$ cat src/cache_params.svh
`ifndef CACHE_PARAMS_SVH
`define CACHE_PARAMS_SVH

// cache geometry
`define CACHE_WAYS      4
`define CACHE_SETS      128
`define LINE_BYTES      64

// victim pointer width, log2 of the way count
`define WAY_PTR_W       2

// address split: tag | index | offset
`define TAG_W           19
`define INDEX_W         7
`define OFFSET_W        6

// full line in bits
`define LINE_W          (`LINE_BYTES * 8)

// request to result, in clock edges
// decoder stage, way stage, merge stage
`define DCACHE_LATENCY  3

`endif

$ cat src/cache_addr_pkg.sv
`include "cache_params.svh"

package cache_addr_pkg;

    // one 32-bit byte address, seen either as a plain word
    // or split into the fields the cache indexes with
    typedef union packed {
        logic [31:0] raw;
        struct packed {
            // compared against the stored tag
            logic [`TAG_W-1:0]    tag;
            // selects the set
            logic [`INDEX_W-1:0]  index;
            // byte within the line
            logic [`OFFSET_W-1:0] offset;
        } f;
    } cache_addr_u;

endpackage

$ cat src/cache_line_pkg.sv
`include "cache_params.svh"

package cache_line_pkg;

    // one cache line, little-endian
    // halves[j] overlays bytes[2j] (low) and bytes[2j+1] (high)
    typedef union packed {
        // byte lanes, lane 0 in the low bits
        logic [`LINE_BYTES-1:0][7:0] bytes;
        // halfword lanes, offset bit 0 dropped
        logic [`LINE_W/16-1:0][15:0] halves;
    } cache_line_u;

endpackage

$ cat src/cache_req_decode.sv
`timescale 1ns/1ns

`include "cache_params.svh"

module cache_req_decode
    import cache_addr_pkg::*;
    import cache_line_pkg::*;
(
    input  logic                      clk,
    input  logic                      rstn,

    input  logic                      req_valid,
    input  logic                      req_read,
    input  logic                      req_write,
    input  logic                      req_size,
    input  logic                      lsq_fwd,
    input  cache_addr_u               addr,
    input  logic [31:0]               store_data,

    input  logic                      fill_valid,
    input  cache_addr_u               fill_addr,
    input  cache_line_u               fill_line,

    output logic                      s1_valid,
    output logic                      s1_read,
    output logic                      s1_write,
    output logic                      s1_size,
    output logic                      s1_lsq,
    output logic                      s1_fill,
    output logic [`TAG_W-1:0]         s1_tag,
    output logic [`INDEX_W-1:0]       s1_index,
    output logic [`OFFSET_W-1:0]      s1_offset,
    output logic [31:0]               s1_store_data,
    output cache_line_u               s1_fill_line,
    output logic [`CACHE_WAYS-1:0]    fill_sel
);

    // next victim per set, advanced on every fill to that set
    logic [`WAY_PTR_W-1:0] victim_ptr [`CACHE_SETS];

    cache_addr_u           sel_addr;
    logic [`WAY_PTR_W-1:0] cur_ptr;

    // fill and request never come in the same cycle
    assign sel_addr = fill_valid ? fill_addr : addr;
    assign cur_ptr  = victim_ptr[sel_addr.f.index];

    // control stage, cleared on reset
    always_ff @(posedge clk) begin
        if (!rstn) begin
            s1_valid <= 1'b0;
            s1_read  <= 1'b0;
            s1_write <= 1'b0;
            s1_fill  <= 1'b0;
            fill_sel <= '0;
        end else begin
            s1_valid <= req_valid;
            s1_read  <= req_valid & req_read;
            s1_write <= req_valid & req_write;
            s1_fill  <= fill_valid;
            if (fill_valid) begin
                fill_sel <= `CACHE_WAYS'(1) << cur_ptr;
            end else begin
                fill_sel <= '0;
            end
        end
    end

    // round-robin victim pointers
    always_ff @(posedge clk) begin
        if (!rstn) begin
            for (int s = 0; s < `CACHE_SETS; s++) begin
                victim_ptr[s] <= '0;
            end
        end else if (fill_valid) begin
            if (cur_ptr == `WAY_PTR_W'(`CACHE_WAYS - 1)) begin
                victim_ptr[sel_addr.f.index] <= '0;
            end else begin
                victim_ptr[sel_addr.f.index] <= cur_ptr + 1'b1;
            end
        end
    end

    // payload, only loaded when something arrives
    always_ff @(posedge clk) begin
        if (req_valid || fill_valid) begin
            s1_tag    <= sel_addr.f.tag;
            s1_index  <= sel_addr.f.index;
            s1_offset <= sel_addr.f.offset;
        end
        if (req_valid) begin
            s1_size       <= req_size;
            s1_lsq        <= lsq_fwd;
            s1_store_data <= store_data;
        end
        if (fill_valid) begin
            s1_fill_line <= fill_line;
        end
    end

endmodule

$ cat config.mk
export PLATFORM = sky130hd
export DESIGN_NAME = cache_req_decode
export DESIGN_NICKNAME = d
export VERILOG_FILES = /design/src/cache_addr_pkg.sv /design/src/cache_line_pkg.sv /design/src/cache_req_decode.sv
export VERILOG_INCLUDE_DIRS = /design/src
export SDC_FILE = /design/constraint.sdc
export NUM_CORES = 1
export LEC_CHECK = 0
export BUFFER_PORTS_ARGS = -buffer_cell sky130_fd_sc_hd__buf_2
export CORE_AREA = 2 2 464 466
export DETAILED_ROUTE_END_ITERATION = 6
export DIE_AREA = 0 0 466 468
export PLACE_DENSITY = 0.3
export SLEW_MARGIN = 10
export SYNTH_ARGS = -nofsm -noshare
export SYNTH_HDL_FRONTEND = slang
export SYNTH_SLANG_ARGS = --single-unit
$ cat constraint.sdc
create_clock -name clk -period 8.5 [get_ports clk]
set_input_delay 1.275 -clock clk [delete_from_list [all_inputs] [get_ports clk]]
set_output_delay 1.275 -clock clk [all_outputs]
set_load 0.02 [all_outputs]
After elaboration in Yosys (flattened, before gate mapping)

Memory sizes are Yosys's and may differ from the RTL's.
Index checks and enable logic that the tools add are counted.

Bits in registers: 586
Logic and storage cells: 36
Memories kept: 1
Output and inout bits: 586
Bits in writable memories: 256

Reduce and logical (&&, ||, !) cells: 3
Equal/unequal tests: 1
Bitwise logic cells: 3
Shift operators: 1
Add/sub/neg operators: 1
Muxes and demuxes: 14

Memory list:

| name       | words | width | rd ports | clocked after memory_dff | write ports | RTL line               | source |
|---|---|---|---|---|---|---|---|
| victim_ptr | 128   | 2     | 1        | 0                        | 128         | cache_req_decode.sv:39 | `` logic [`WAY_PTR_W-1:0] victim_ptr [`CACHE_SETS]; `` |

Operators with widths:

| cell                                            | count |
|---|---|
| 2-to-1 mux 32 bit                               | 1 |
| 2-to-1 mux 1 bit                                | 10 |
| 2-to-1 mux 7 bit                                | 1 |
| 2-to-1 mux 2 bit                                | 2 |
| left shift 1 x 2 -> 4 bit, first input constant | 1 |
| adder 2 x 1 -> 2 bit, second input constant     | 1 |
| AND 1 bit                                       | 2 |
| equality test 2 bit, second input constant      | 1 |
| AND reduction 2 bit                             | 1 |
| OR reduction 2 bit                              | 1 |
| logical OR 1 bit                                | 1 |
| OR 1 bit                                        | 1 |

Longest topological paths before layout

An unclocked memory read counts as a cell.

Depth after elaboration: 10
Mapped depth: 18
Gate-level depth less buffers: 12

Worst setup path before layout

OpenSTA, ideal clock, no wires.

Kind: input -> register
From: input addr[6] in the netlist's numbering
To: memory victim_ptr[100][1] in the netlist's numbering, data pin
Data arrival time: 4.700 ns
Stages on the path: 18
Data required time: 8.352 ns
Path buffers: 6
Path slack: 3.652 ns
Cells stage by stage: clkbuf_1 mux2i_2 inv_2 buf_2 buf_2 buf_4 mux2i_1 o22ai_1 o21ai_1 o311ai_0 o21ai_1 o32ai_2 ha_1 clkbuf_1 nor3b_1 clkbuf_1 nand3_1 nor2_1

RTL lines:

| item            | RTL line               | source |
|---|---|---|
| start, declared | cache_req_decode.sv:17 | `input cache_addr_u addr,` |
| end, declared   | cache_req_decode.sv:39 |  |

==> impl_metrics.json <==
{
  "layout.cells.most_common": "buf_2",
  "crit_path_max_incr_delay_ns": 0.59,
  "synth_xor_area_share_pct": 0,
  "preCtsSetupSlack_ns": 2.11,
  "cts_buffer_depth": 3,
  "portBuffers": 1201,
  "synth_fa_ha_area_share_pct": 0.0400,
  "drive_gt1_share_pct": 46.7,
  "htreeDepth": 3,
  "layout.nets": 3724,
  "dp_hpwl_mm": 194,
  "ys_ff_latch": 842,
  "path_common_cell": "buf_4",
  "antenna_found_initial": 180,
  "tightestPinTransition_ns": 1.06,
  "avgSynthCellArea_sq_um": 16.7,
  "syn_nets": 2492,
  "critPathKind": "input pin to flip-flop",
  "wl_per_cell_microns": 38.3,
  "synthMuxAreaShare_pct": 2.80,
  "grt_use_total_pct": 20.8,
  "arrival_ns": 6.16,
  "grt_max_degree": 95,
  "cts_num_sinks": 842,
  "first_global_vias": 23300,
  "crit_slowest_cell": "and2_1",
  "yosys.area.top_type": "edfxtp_1",
  "finClkSkew_ns": 0.0404,
  "synthCells": 1875,
  "async_flop_share_pct": 0,
  "fin_crit_ns": 5.72,
  "reg2reg_slack_ns": 4.30,
  "dr_total_vias": 24300,
  "path_clk_slew_ns": 0.06,
  "die_x_microns": 466,
  "fp-row-count": 170,
  "crit_family": "simple AND/OR/NAND/NOR gates",
  "hold_viol": 0,
  "layout_common_cells": "1,200 x buf_2, 834 x edfxtp_1, 151 x nor2_1",
  "tritoncts": "done",
  "firstDrtPassIters": 6,
  "ir_worst_vdd_v": 0.000178,
  "slew_viol_final": 0,
  "fin_crit_sh_pct": 67.3,
  "root_buffer": "clkbuf_16",
  "min_from": "fill_line[109]",
  "slew-limit-headroom_pct": 28.5,
  "worst-path-buf-inv": 3,
  "synth-compound-area-share_pct": 6.97,
  "ys_types": 76,
  "first_iter_violations": 2258,
  "synthSimpleGateAreaFrac_pct": 7.53,
  "fmax_ghz": 0.175,
  "hold_path_class": "input pin to flip-flop",
  "power_mw": 11.2,
  "p_leak_nw": 16.5,
  "place.gp.congestion": 0.870,
  "cp-start-kind": "input pin",
  "synth_area_leaders": "edfxtp_1 80%, o21ai_0 2.3%, nor2_1 1.8%",
  "cts_hold_buf": 0,
  "syn_to_final_growth_pct": 42.4,
  "ys_seq_area_share_pct": 80.5,
  "crit_chain": "buf_2 -> nand3b_1 -> and2_1 -> buf_4 -> a21oi_1 -> nor4_1 -> o311ai_0 -> o21ai_1 -> o32ai_2 -> ha_2 -> buf_4 -> or3_1 -> nor3_1",
  "synth_warnings": 0,
  "hold_end": "s1_fill_line[109]",
  "grt_overflow_total": 0,
  "fin_setup_tns_ns": 0,
  "viasPerCell": 3.93,
  "synth_top_family_by_area": "simple AND/OR/NAND/NOR gates",
  "ys.flop_type": "edfxtp_1",
  "worst_slack_ns": 2.78,
  "r2r-start": "victim_ptr[106][0]",
  "critPathCaptureType": "flip-flop",
  "routed_wl_mm": 236,
  "drc_errors": 0,
  "ctsResizeCount": 0,
  "crit_fanout": 41,
  "setup_violations": 0,
  "postCtsSetupBuffers": 0,
  "crit_required_ns": 8.94,
  "synth_top_area_share_pct": 80.0,
  "grt_pass1_wl_mm": 286,
  "io_pins": 1202,
  "clk_latency_ns": 0.76,
  "syn_area_sq_um": 31300,
  "die_h_microns": 468,
  "powerDensity_nw_per_um2": 251,
  "status": "finished clean",
  "cap_violations": 0,
  "ant_nets": 0,
  "grt_setup_unrepaired": "false",
  "synth-edff-count": 834,
  "rr_worst_depth": 11,
  "die_area_sq_um": 218000,
  "fillerInstances": 23100,
  "r2r-end": "victim_ptr[2][0]",
  "cts_buffers": 111,
  "start_util_pct": 14.7,
  "whs_path_depth": 1,
  "coreArea_sq_um": 213000
}
[cells by family (layout without fill, tap and decap cells)]
group	count (synthesis)	after routing
flip-flops	842	842
AND/OR/NAND/NOR	460	460
AO/OA/AOI/OAI	348	348
buffers and inverters	144	1469
multiplexers	80	80
adder cells (fa/ha/maj)	1	1
other	0	141
[layout make-up]
class                           instances  area [sq um]  share of cell area (%)
Antenna cell                          141           353                   0.791
Multi-Input combinational cell        889          5460                    12.2
Timing Repair Buffer                 1255          6440                    14.4
Sequential cell                       842         25200                    56.5
Tap cell                             2838          3550                    7.96
Clock inverter                         67           613                    1.37
Inverter                                8          30.0                  0.0673
Clock buffer                          139          2940                    6.60
[sequential cells by signal (all words and copies together) (netlist names)]
signal / count
s1_valid: 1
s1_size: 1
s1_fill: 1
fill_sel: 4
s1_tag: 19
victim_ptr: 256
s1_read: 1
s1_offset: 6
s1_fill_line: 512
s1_write: 1
s1_lsq: 1
s1_index: 7
s1_store_data: 32
[cell usage after synthesis (4+ instances only)]
cell and instances:
a22oi_1 15, nor4_1 30, o22ai_1 33, a32oi_1 6, and2_1 5, buf_2 30
buf_1 14, a222oi_1 9, nor3b_1 5, nor2_1 151, o311ai_0 4, mux2_2 28
mux2i_1 48, a21oi_1 63, nand2b_1 6, o31a_1 5, nor2b_1 8, or3_1 11
nor3_1 100, o21ai_0 145, nand3b_1 6, clkbuf_1 76, buf_4 6, o32ai_1 6
buf_6 10, edfxtp_1 834, nand2_1 70, and3_1 4, a221oi_1 5, or2_2 6
dfxtp_1 8, nand3_1 18, a31oi_1 11, inv_1 6, nor4_2 20, o22a_1 9
[per-stage QoR]
step	cell area, sq um	hold slack, ns	util, %	std cells
CTS	44200	0.597	20.7	6038
detailed placement	40700	1.23	19.1	5832
global placement	40700	1.23	19.1	5832
global route	44300	0.614	20.7	6047
floorplan	31300	0.874	-	1875
finish	44600	0.692	20.9	6179
[power by group]
| part | total (mW) | internal [mW] | leakage (nW) | switching [mW] |
|---|---|---|---|---|
| sequential | 5.03 | 4.88 | 8.33 | 0.151 |
| combinational | 1.44 | 0.353 | 6.40 | 1.08 |
| clock | 4.75 | 2.72 | 1.74 | 2.03 |
| total | 11.2 | 7.95 | 16.5 | 3.27 |
[per-layer routing]
| metal | up-vias | global-route usage [%] | routed length (microns) |
|---|---|---|---|
| met1 | 12600 | 26.2 | 96500 |
| met4 | 56 | 5.11 | 6990 |
| met5 | - | 0 | 375 |
| li1 | 10000 | - | - |
| met2 | 1299 | 33.4 | 109000 |
| met3 | 299 | 7.90 | 23400 |
[worst max path at each step]
stage / start / depth (start not counted) / slack (ns) / end
2_1_floorplan: addr[6] / 18 / 3.65 / victim_ptr[100][1]
3_3_place_gp: fill_addr[8] / 14 / 2.09 / victim_ptr[1][0]
3_5_place_dp: fill_addr[8] / 14 / 2.11 / victim_ptr[2][0]
4_1_cts: fill_addr[8] / 14 / 2.91 / victim_ptr[2][0]
5_1_grt: addr[8] / 13 / 2.77 / victim_ptr[2][0]
6_report: addr[8] / 13 / 2.78 / victim_ptr[2][0]
No activity file was read; power rests on OpenSTA's default activity.
