`src/cache_params.svh`:
```
`ifndef CACHE_PARAMS_SVH
`define CACHE_PARAMS_SVH

// cache geometry
`define CACHE_WAYS      4
`define CACHE_SETS      128
`define LINE_BYTES      64

// victim pointer width, log2 of the way count
`define WAY_PTR_W       2

// address split: tag | index | offset
`define TAG_W           19
`define INDEX_W         7
`define OFFSET_W        6

// full line in bits
`define LINE_W          (`LINE_BYTES * 8)

// request to result, in clock edges
// decoder stage, way stage, merge stage
`define DCACHE_LATENCY  3

`endif

```
`src/cache_hit_merge.sv`:
```
`timescale 1ns/1ns

`include "cache_params.svh"

module cache_hit_merge (
    input  logic                              clk,
    input  logic                              rstn,

    input  logic                              s2_valid,
    input  logic                              s2_read,
    input  logic                              s2_lsq,
    input  logic [`CACHE_WAYS-1:0]            way_hit,
    input  logic [`CACHE_WAYS-1:0][31:0]      way_data,

    output logic                              rd_valid,
    output logic [31:0]                       rd_data,
    output logic                              miss
);

    logic [31:0] merged_data;
    logic        any_hit;
    logic        load_done;

    assign any_hit   = |way_hit;
    assign load_done = s2_valid && s2_read;

    // at most one way hits, so an OR is enough
    always_comb begin
        merged_data = '0;
        for (int w = 0; w < `CACHE_WAYS; w++) begin
            if (way_hit[w]) begin
                merged_data = merged_data | way_data[w];
            end
        end
    end

    always_ff @(posedge clk) begin
        if (!rstn) begin
            rd_valid <= 1'b0;
            rd_data  <= '0;
            miss     <= 1'b0;
        end else begin
            rd_valid <= load_done;
            if (load_done) begin
                if (s2_lsq) begin
                    // forwarded by the LSQ, nothing to report
                    rd_data <= '0;
                    miss    <= 1'b0;
                end else begin
                    rd_data <= merged_data;
                    miss    <= !any_hit;
                end
            end else begin
                // miss only means something alongside rd_valid
                miss <= 1'b0;
            end
        end
    end

endmodule

```
`config.mk`:
```
export PLATFORM = sky130hd
export DESIGN_NAME = cache_hit_merge
export DESIGN_NICKNAME = d
export VERILOG_FILES = /design/src/cache_hit_merge.sv
export VERILOG_INCLUDE_DIRS = /design/src
export SDC_FILE = /design/constraint.sdc
export NUM_CORES = 1
export LEC_CHECK = 0
export ABC_AREA = 1
export ABC_CLOCK_PERIOD_IN_PS = 1900
export BUFFER_PORTS_ARGS = -buffer_cell sky130_fd_sc_hd__buf_2
export CORE_ASPECT_RATIO = 0.8
export CORE_MARGIN = 2
export CORE_UTILIZATION = 43
export CTS_CLUSTER_DIAMETER = 200
export DETAILED_ROUTE_END_ITERATION = 6
export HOLD_SLACK_MARGIN = 0.08
export PLACE_DENSITY = 0.86
export SETUP_SLACK_MARGIN = 0.2
export SLEW_MARGIN = 20
export SYNTH_ARGS = -nofsm -noshare
export SYNTH_HDL_FRONTEND = slang
export SYNTH_SLANG_ARGS = --single-unit
```
`constraint.sdc`:
```
create_clock -name clk -period 1.9 [get_ports clk]
set_clock_uncertainty 0.05 [all_clocks]
set_input_delay 0.095 -clock clk [delete_from_list [all_inputs] [get_ports clk]]
set_output_delay 0.095 -clock clk [all_outputs]
set_load 0.02 [all_outputs]
```
Yosys cells after proc, flatten, opt, wreduce, memory -nomap -nowiden
Index checks and enable logic that the tools add are counted.
{"block": "op_classes", "n_mux": 5, "n_bitwise": 5, "n_reduce_logical": 4}
{"op": "$mux W32", "count": 5}
{"op": "$or A32 B32 Y32", "count": 3}
{"op": "$reduce_or A4 Y1", "count": 1}
{"op": "$reduce_or A3 Y1", "count": 1}
{"op": "$not A1 Y1", "count": 2}
{"op": "$logic_and A1 B1 Y1", "count": 1}
{"op": "$logic_not A1 Y1", "count": 1}
{"block": "totals", "regBits": 34, "inputBits": 137, "output_inout_bits": 34, "wordCells": 17}

Depth between registers and ports, before layout
Gate-level depths: netlist of the first run.
{"block": "logic_depth", "word_depth": 8, "depth_mapped": 6, "ltp_nobuf": 4}

Worst setup path after synthesis of the first run
Ideal clock, no wire load.
{"block": "synth_timing", "path_type": "input to register", "start": "input way_hit[1]", "end": "register rd_data[29]", "t_arrival_ps": 675, "slack_ps": 1032, "path_stages": 6, "path_buffers": 2, "cell_sequence": "buf_2 > buf_4 > nand2_1 > nand2_1 > o21ai_2 > a21oi_2"}
{"block": "synth_between", "elab_chain_len": 6}
{"element": "from (decl)", "line": "cache_hit_merge.sv:12", "source": "input logic [`CACHE_WAYS-1:0] way_hit,"}
{"element": "$mux W32 *", "line": "cache_hit_merge.sv:31", "source": "if (way_hit[w]) begin"}
{"element": "$or A32 B32 Y32", "line": "cache_hit_merge.sv:32", "source": "merged_data = merged_data | way_data[w];"}
{"element": "$mux W32 *", "line": "cache_hit_merge.sv:31"}
{"element": "$or A32 B32 Y32", "line": "cache_hit_merge.sv:32"}
{"element": "$mux W32 *", "line": "cache_hit_merge.sv:31"}
{"element": "$mux W32 *", "line": "cache_hit_merge.sv:45", "source": "if (s2_lsq) begin"}
{"element": "to (signal assigned)", "line": "cache_hit_merge.sv:50", "source": "rd_data <= merged_data;"}
{"element": "to (decl)", "line": "cache_hit_merge.sv:16", "source": "output logic [31:0] rd_data,"}
Mark *: on every way between the ends. The rest lies on a longest branch, timed or not.
A chain may end at the register's enable or synchronous reset.

Worst setup path after layout of the first run
{"block": "layout_timing", "start": "input rstn", "end": "register miss"}
{"block": "layout_between", "elab_chain_len": 2}
{"element": "from (decl)", "line": "cache_hit_merge.sv:7", "source": "input logic rstn,"}
{"element": "$not A1 Y1 (no line)"}
{"element": "$reduce_or A3 Y1 (no line)"}
{"element": "to (signal assigned)", "line": "cache_hit_merge.sv:51", "source": "miss <= !any_hit;"}
{"element": "to (decl)", "line": "cache_hit_merge.sv:17", "source": "output logic miss"}
Every way passes these cells.

==> results of run 1 <==
## timing repair
action	in CTS	in global routing
hold buffers	2	0
hold endpoints to repair	1	0
gates resized for setup	0	0
## critical path, stage by stage
cell and delay (ps):
dlygate4sd3_1 550, buf_2 140, nand3_1 80, dlygate4sd3_1 560, inv_1 50, nand2_1 70
nor3_2 40
## logic make-up (layout without fill, tap and decap cells)
kind of cell	after synthesis	count (layout)	share of synthesized area (%)
AND/OR/NAND/NOR	230	230	40.18
buffers and inverters	27	183	8.193
AO/OA/AOI/OAI	64	64	21.10
flip-flops	34	34	30.53
## placed cells by master, fill, tap and decap left out
cell,n
o21ai_2,20
buf_4,2
nand2_4,1
nor3_2,1
nand2_1,225
clkbuf_8,5
nor2_8,1
o21ai_1,12
nor3_1,1
dlygate4sd3_1,2
dfxtp_1,34
clkbuf_1,2
buf_2,170
a21oi_2,20
inv_1,2
nand3_1,1
a21oi_1,12
## power by group through the flow
stage,Clock (µW),Sequential [µW],Combinational (µW)
2_1_floorplan,0,806,244
3_3_place_gp,0,769,454
3_5_place_dp,0,770,466
4_1_cts,499,755,471
5_1_grt,525,758,524
6_report,481,755,469
## final cells by class
| cell class | count | area [µm²] | area share (%) |
|---|---|---|---|
| multi-input cells | 294 | 1366 | 44.16 |
| well taps | 62 | 77.57 | 2.507 |
| flip-flops and latches | 34 | 680.7 | 22.00 |
| repair buffers | 174 | 885.9 | 28.63 |
| inverters | 2 | 7.507 | 0.2426 |
| clock buffers | 7 | 76.32 | 2.467 |
## flip-flops by register name, summed over array words and instances (netlist names)
name and cells:
miss 1, rd_data 32, rd_valid 1
## per-layer routing
metal,vias up,global-route usage (%)
met5,-,0
met4,0,8.333
met3,6,5.428
met2,117,39.67
met1,1181,23.55
li1,1421,-
## final timing paths
check / end / depth (start not counted) / start / slack (ps)
setup / recovery: miss / 7 / rstn / 410
hold / removal: rd_data[30] / 5 / way_data[94] / 130
setup reg to reg: rd_data[9] / 2 / rd_data[9] / 1190
hold reg to reg: rd_data[22] / 2 / rd_data[22] / 410
## metrics by stage
step	hold slack, ps	instance area [µm²]	utilization (%)	cells
finish	125.1	3094	61.79	573
global placement	309.2	2998	59.87	564
detailed placement	305.2	2998	59.87	564
global route	137.9	3094	61.79	573
CTS	117.9	3094	61.79	573
floorplan	180.3	2230	-	355
==> results.tsv, run 1 <==
stage	metric	value	unit
finish	filler_cell_count	460	
die	die_w	84.51	µm
die	start_util	44.53	%
yosys	ys_dominant_reg_cell	dfxtp_1	
timing	tns	0	ps
yosys	synth_top_area_share	37.88	%
yosys	yosysWarnings	0	
yosys	synth_area_leader_cell	nand2_1	
global_route	grt_max_degree	34	
yosys	synth_nets	492	
pwr	switching_share	29.95	%
critical_path	crit_type	in -> reg	
cts	htreeDepth	2	
timing	setup_viol	0	
detailed_routing	antenna_left	0	
pwr	intPower	1194	µW
global_route	overflow	0	
cts	clock_sinks	34	
detailed_routing	wire_per_inst	11.55	µm
cts	cts_tree	built	
run	cap_violations	0	
yosys	ys_async_sr_fraction	0	%
detailed_routing	vias	2725	
placement	port_buffers	170	
die	rows	23	
detailed_routing	maxUsedRoutingLayer	met4	
cts	cts-buffers-inserted	5	
detailed_routing	met1Wirelength	2.749	mm
timing	period_share	78.64	%
pwr	power_frac_seq	44.3	%
critical_path	startpoint_type	input port	
cts	insertion_delay	270	ps
placement	place_ws	468.5	ps
timing	hold_viol_final	0	
cts	post_cts_buffers	0	
timing	drv_slew	0	
pwr	peakVddDrop	0.3094	mV
global_route	grt_pass1_vias	2380	
critical_path	worst_ep_arrival_time	1580	ps
die	io_pins	171	
pwr	p_clk_share	28.2	%
global_route	grt_antenna_before_repair	0	
yosys	synth.most_common_cell	nand2_1	
cts	clkTransAtPathRegs	60	ps
pwr	p_sw	510.6	µW
placement	dpl.hpwl	4.809	mm
yosys	synth_cell_types	19	
detailed_routing	route.detailed.drc	0	
timing	layout_setup_ws	405.8	ps
yosys	syn_inst	355	
pwr	p_total	1705	µW
global_route	grt_pass1_wl	10.03	mm
detailed_routing	wirelength	6.621	mm
finish	area.growth.synth_to_final	38.78	%
pwr	p_leak	0.001744	µW
yosys	ys_ff_latch	34	
finish	drive_gt1_share	43.05	%
detailed_routing	wl_met2	3.292	mm
timing	fmax	669.3	MHz
yosys	yosys-top-cells-area	nand2_1 (38%), dfxtp_1 (31%), a21oi_2 (7.9%)	
yosys	synth_commonest_cells	nand2_1 (225), dfxtp_1 (34), a21oi_2 (20), o21ai_2 (20), buf_2 (15)	
yosys	synth_edf_count	0	
detailed_routing	dr.pass1.iters	4	
pwr	pwr-share-comb	27.5	%
worst_hold_path	hold_class	in -> reg	
timing	rsz0062_at_grt	no	
critical_path	cp_max_fo	2	
pwr	p_per_area	550.9	nW/µm²
die	die-area	5781	µm²
timing	finalCriticalPeriod	1494	ps
critical_path	critical_path_required	1990	ps
detailed_routing	wl_met3	525	µm
global_route	grt_usage	21.23	%
finish	n_antenna_cell	0	
cts	cts_root_buf	clkbuf_8	
timing	max_slew_margin	55.74	%
placement	routabilityCongestion	0.7811	
critical_path	endpoint_kind	flip-flop	
die	die_y	68.41	µm
detailed_routing	viasPerCell	4.756	
outcome	status	finished, final reports clean	
finish	nets	648	
yosys	seq_area_frac_synth	30.53	%
die	core	5007	µm²
detailed_routing	drt-initial-drc-count	130	
yosys	avgSynthCellArea	6.281	µm²
yosys	syn-cell-area	2230	µm²
timing	worst_slew_pin_slew	663.9	ps
cts	clockBufferDepth	2	
No activity file was read; power rests on OpenSTA's default activity.
==> run 2: changes to the inputs <==
--- a/config.mk
+++ b/config.mk
@@ -6,16 +6,16 @@
 export SDC_FILE = /design/constraint.sdc
 export NUM_CORES = 1
 export LEC_CHECK = 0
-export ABC_AREA = 1
-export ABC_CLOCK_PERIOD_IN_PS = 1900
+export ABC_AREA = 0
+export ABC_CLOCK_PERIOD_IN_PS = 1400
 export BUFFER_PORTS_ARGS = -buffer_cell sky130_fd_sc_hd__buf_2
 export CORE_ASPECT_RATIO = 0.8
 export CORE_MARGIN = 2
-export CORE_UTILIZATION = 43
+export CORE_UTILIZATION = 38
 export CTS_CLUSTER_DIAMETER = 200
 export DETAILED_ROUTE_END_ITERATION = 6
 export HOLD_SLACK_MARGIN = 0.08
-export PLACE_DENSITY = 0.86
+export PLACE_DENSITY = 0.81
 export SETUP_SLACK_MARGIN = 0.2
 export SLEW_MARGIN = 20
 export SYNTH_ARGS = -nofsm -noshare
==> constraint.sdc (replaced) <==
create_clock -name clk -period 1.4 [get_ports clk]
set_clock_uncertainty 0.05 [all_clocks]
set_input_delay 0.07 -clock clk [delete_from_list [all_inputs] [get_ports clk]]
set_output_delay 0.07 -clock clk [all_outputs]
set_load 0.02 [all_outputs]
==> run 2 against run 1 <==
Effect of this change:
- power up 55%
- utilization up 9.1 points
- register-to-register slack worse by 430 ps
- combinational power up 69%
- critical path depth down 3
- sequential cell count unchanged
- largest power group unchanged
- highest routed layer unchanged
==> results.tsv, run 2 <==
stage	metric	value	unit	change
worst_hold_path	hold_start	way_data[44]		
yosys	yosys-top-cells-area	dfxtp_1 (35%), a221oi_2 (23%), a22o_1 (10%)		
die	die-area	5684	µm²	-1.7%
finish	area.growth.synth_to_final	81.38	%	
global_route	grt_usage	26.36	%	+5.1 points
yosys	ys_ff_latch	34		unchanged
finish	final_common_cell	buf_2		
global_route	overflow	0		unchanged
critical_path	r2r_slack	760	ps	-430 ps
die	rows	23		unchanged
detailed_routing	viasPerCell	5.239		+10%
finish	multi_input_area	1089	µm²	-20%
yosys	synth_top_area_share	35.16	%	-2.7 points
timing	tns	0	ps	unchanged
detailed_routing	antenna_left	0		unchanged
critical_path	reg2regPathDepth	2		unchanged
cts	cts_root_buf	clkbuf_8		
yosys	synthAdderAreaFrac	0	%	unchanged
finish	seq_area	680.7	µm²	unchanged
critical_path	cp-startpoint	way_data[94]		
yosys	avgSynthCellArea	10.24	µm²	+63%
yosys	synth_compound_area_share	48.09	%	+27 points
placement	port_buffers	170		unchanged
yosys	yosysWarnings	0		unchanged
timing	finalCriticalPeriod	1029	ps	
global_route	grt_pass1_vias	2525		+6.1%
cts	clkTransAtPathRegs	70	ps	about the same
global_route	grt_max_degree	34		unchanged
yosys	syn-cell-area	1936	µm²	-13%
critical_path	startpoint_type	input port		
detailed_routing	route.detailed.drc	0		unchanged
yosys	syn_inst	189		-47%
finish	nets	550		-15%
outcome	status	finished, final reports clean		
detailed_routing	dr.pass1.iters	4		unchanged
detailed_routing	drt-initial-drc-count	62		-52%
die	die_w	83.80	µm	-0.84%
worst_hold_path	hold_class	in -> reg		
detailed_routing	wire_per_inst	16.64	µm	+44%
yosys	synth_commonest_cells	dfxtp_1 (34), nand2_1 (32), a221oi_2 (30)		
placement	routabilityCongestion	0.7733		-1.0%
detailed_routing	wirelength	7.923	mm	+20%
yosys	synth.area.mux_share	0	%	unchanged
detailed_routing	vias	2494		-8.5%
worst_hold_path	holdPathEnd	rd_data[12]		
pwr	p_per_area	754.4	nW/µm²	+37%
finish	filler_cell_count	378		-18%
placement	dpl.hpwl	4.571	mm	-4.9%
critical_path	cp_max_fo	1		-1
finish	reg_top3	rd_data: 32 flops, miss: 1 flops, rd_valid: 1 flops		
finish	drive_gt1_share	54.59	%	+12 points
timing	period_share	73.48	%	
yosys	synthSimpleGateAreaFrac	8.145	%	-32 points
die	start_util	39.11	%	-5.4 points
timing	max_slew_margin	54.98	%	-0.77 points
finish	largest_register_ffs	32		unchanged
yosys	synth.most_common_cell	dfxtp_1		
cts	post_cts_buffers	0		unchanged
critical_path	crit_type	in -> reg		
cts	cts_tree	built		
die	core	4950	µm²	-1.1%
timing	rsz0062_at_grt	no		
yosys	synth_top_family_by_area	compound AO/OA/AOI/OAI gates		
cts	clockBufferDepth	2		unchanged
critical_path	critical_path_required	1500	ps	-490 ps
cts	cts-buffers-inserted	5		unchanged
global_route	grt_antenna_before_repair	0		unchanged
finish	largest_register	rd_data		
yosys	synth_nets	326		-34%
run	cap_violations	0		unchanged
die	io_pins	171		unchanged
placement	place_area	2760	µm²	-7.9%
finish	n_antenna_cell	0		unchanged
finish	finalInstanceArea	3511	µm²	+13%
critical_path	reg2reg_to	rd_data[23]		
yosys	synth_area_leader_cell	dfxtp_1		
critical_path	rr_startpoint	rd_data[23]		
yosys	ys_async_sr_fraction	0	%	unchanged
cts	clock_sinks	34		unchanged
timing	fmax	972.1	MHz	
worst_hold_path	min_path_cells	4		-1
pwr	p_leak	0.001693	µW	-2.9%
yosys	synth_edf_count	0		unchanged
yosys	synth_cell_types	18		-1
cts	htreeDepth	2		unchanged
timing	worst_slew_pin_slew	675.3	ps	+11.49 ps
timing	drv_slew	0		unchanged
timing	setup_viol	0		unchanged
yosys	seq_area_frac_synth	35.16	%	+4.6 points
die	die_y	67.84	µm	-0.83%
cts	insertion_delay	270	ps	about the same
pwr	peakVddDrop	0.5294	mV	+71%
yosys	ys_dominant_reg_cell	dfxtp_1		
critical_path	endpoint_kind	flip-flop		
finish	mostFrequentLayoutCells	buf_2 (170), dlygate4sd3_1 (64), dfxtp_1 (34), nand2_1 (32), a221oi_2 (30)		
critical_path	worst_ep_arrival_time	1130	ps	-450 ps
global_route	grt_pass1_wl	11.92	mm	+19%
yosys	synthXorXnorAreaFrac	0	%	unchanged
timing	hold_viol_final	0		unchanged
[run 2: changes by cell type after synthesis, moves of 7 or more]
cell / before / now
nand2_1: 225 / 32
a221oi_2: 0 / 30
a22o_1: 0 / 23
a21oi_2: 20 / 0
o21ai_2: 20 / 0
o21ai_0: 0 / 14
a21oi_1: 12 / 0
a22o_2: 0 / 9
buf_2: 15 / 8
buf_6: 1 / 8
[run 2: layer usage]
| layer | wire, µm | global-route usage [%] | up-vias | share of wire (%) |
|---|---|---|---|---|
| li1 | - | - | 1191 | - |
| met1 | 2995 | 26.73 | 1161 | 38 |
| met2 | 4298 | 54.70 | 132 | 54 |
| met3 | 504 | 5.911 | 10 | 6.4 |
| met4 | 125 | 8.266 | 0 | 1.6 |
| met5 | 0 | 0 | - | 0 |
[run 2: critical path, cell delays in order]
cell and delay, ps:
dlygate4sd3_1 550, buf_2 130, a221oi_1 260, o21ai_0 110
[run 2: final cells by class]
| cell class | count | share of cell area (%) |
|---|---|---|
| multi-input combinational | 133 | 31.00 |
| timing repair buffer | 239 | 44.26 |
| tap | 62 | 2.210 |
| sequential | 34 | 19.39 |
| clock buffer | 8 | 3.136 |
[run 2: how the worst max path moves through the flow]
stage,cells after the start,end
after global placement,3,miss
final,4,rd_data[30]
after global routing,4,rd_data[30]
after detailed placement,4,rd_data[23]
after floorplan,5,rd_data[10]
after CTS,4,rd_data[30]
[run 2: logic make-up after synthesis]
kind of cell    count (synthesis)
buf+inv                        22
compound gates                 97
simple gates                   36
flops                          34
[run 2: stage by stage]
| step | worst slack [ps] | total power, µW | utilization (%) | hold WS (ps) | cells |
|---|---|---|---|---|---|
| 2_1_floorplan | 478.6 | 1403 | - | 178.6 | 189 |
| 3_3_place_gp | 230.9 | 1668 | 55.76 | 278.5 | 404 |
| 3_5_place_dp | 198.5 | 1683 | 55.76 | 286.1 | 404 |
| 4_1_cts | 393.0 | 2650 | 70.93 | 86.95 | 476 |
| 5_1_grt | 316.4 | 2779 | 70.93 | 105.5 | 476 |
| 6_report | 371.3 | 2649 | 70.93 | 104.5 | 476 |
[run 2: power breakdown]
part	leakage (µW)	internal [µW]	switching, µW
combinational	0.00136	438	356
clock	0.0000575	496	331
sequential	0.000277	1010	19.3
total	0.00169	1940	707
[run 2: timing repair]
item,4_1_cts,5_1_grt
endpoints found under the hold margin,32,0
gates resized for setup,0,0
hold buffers,64,0
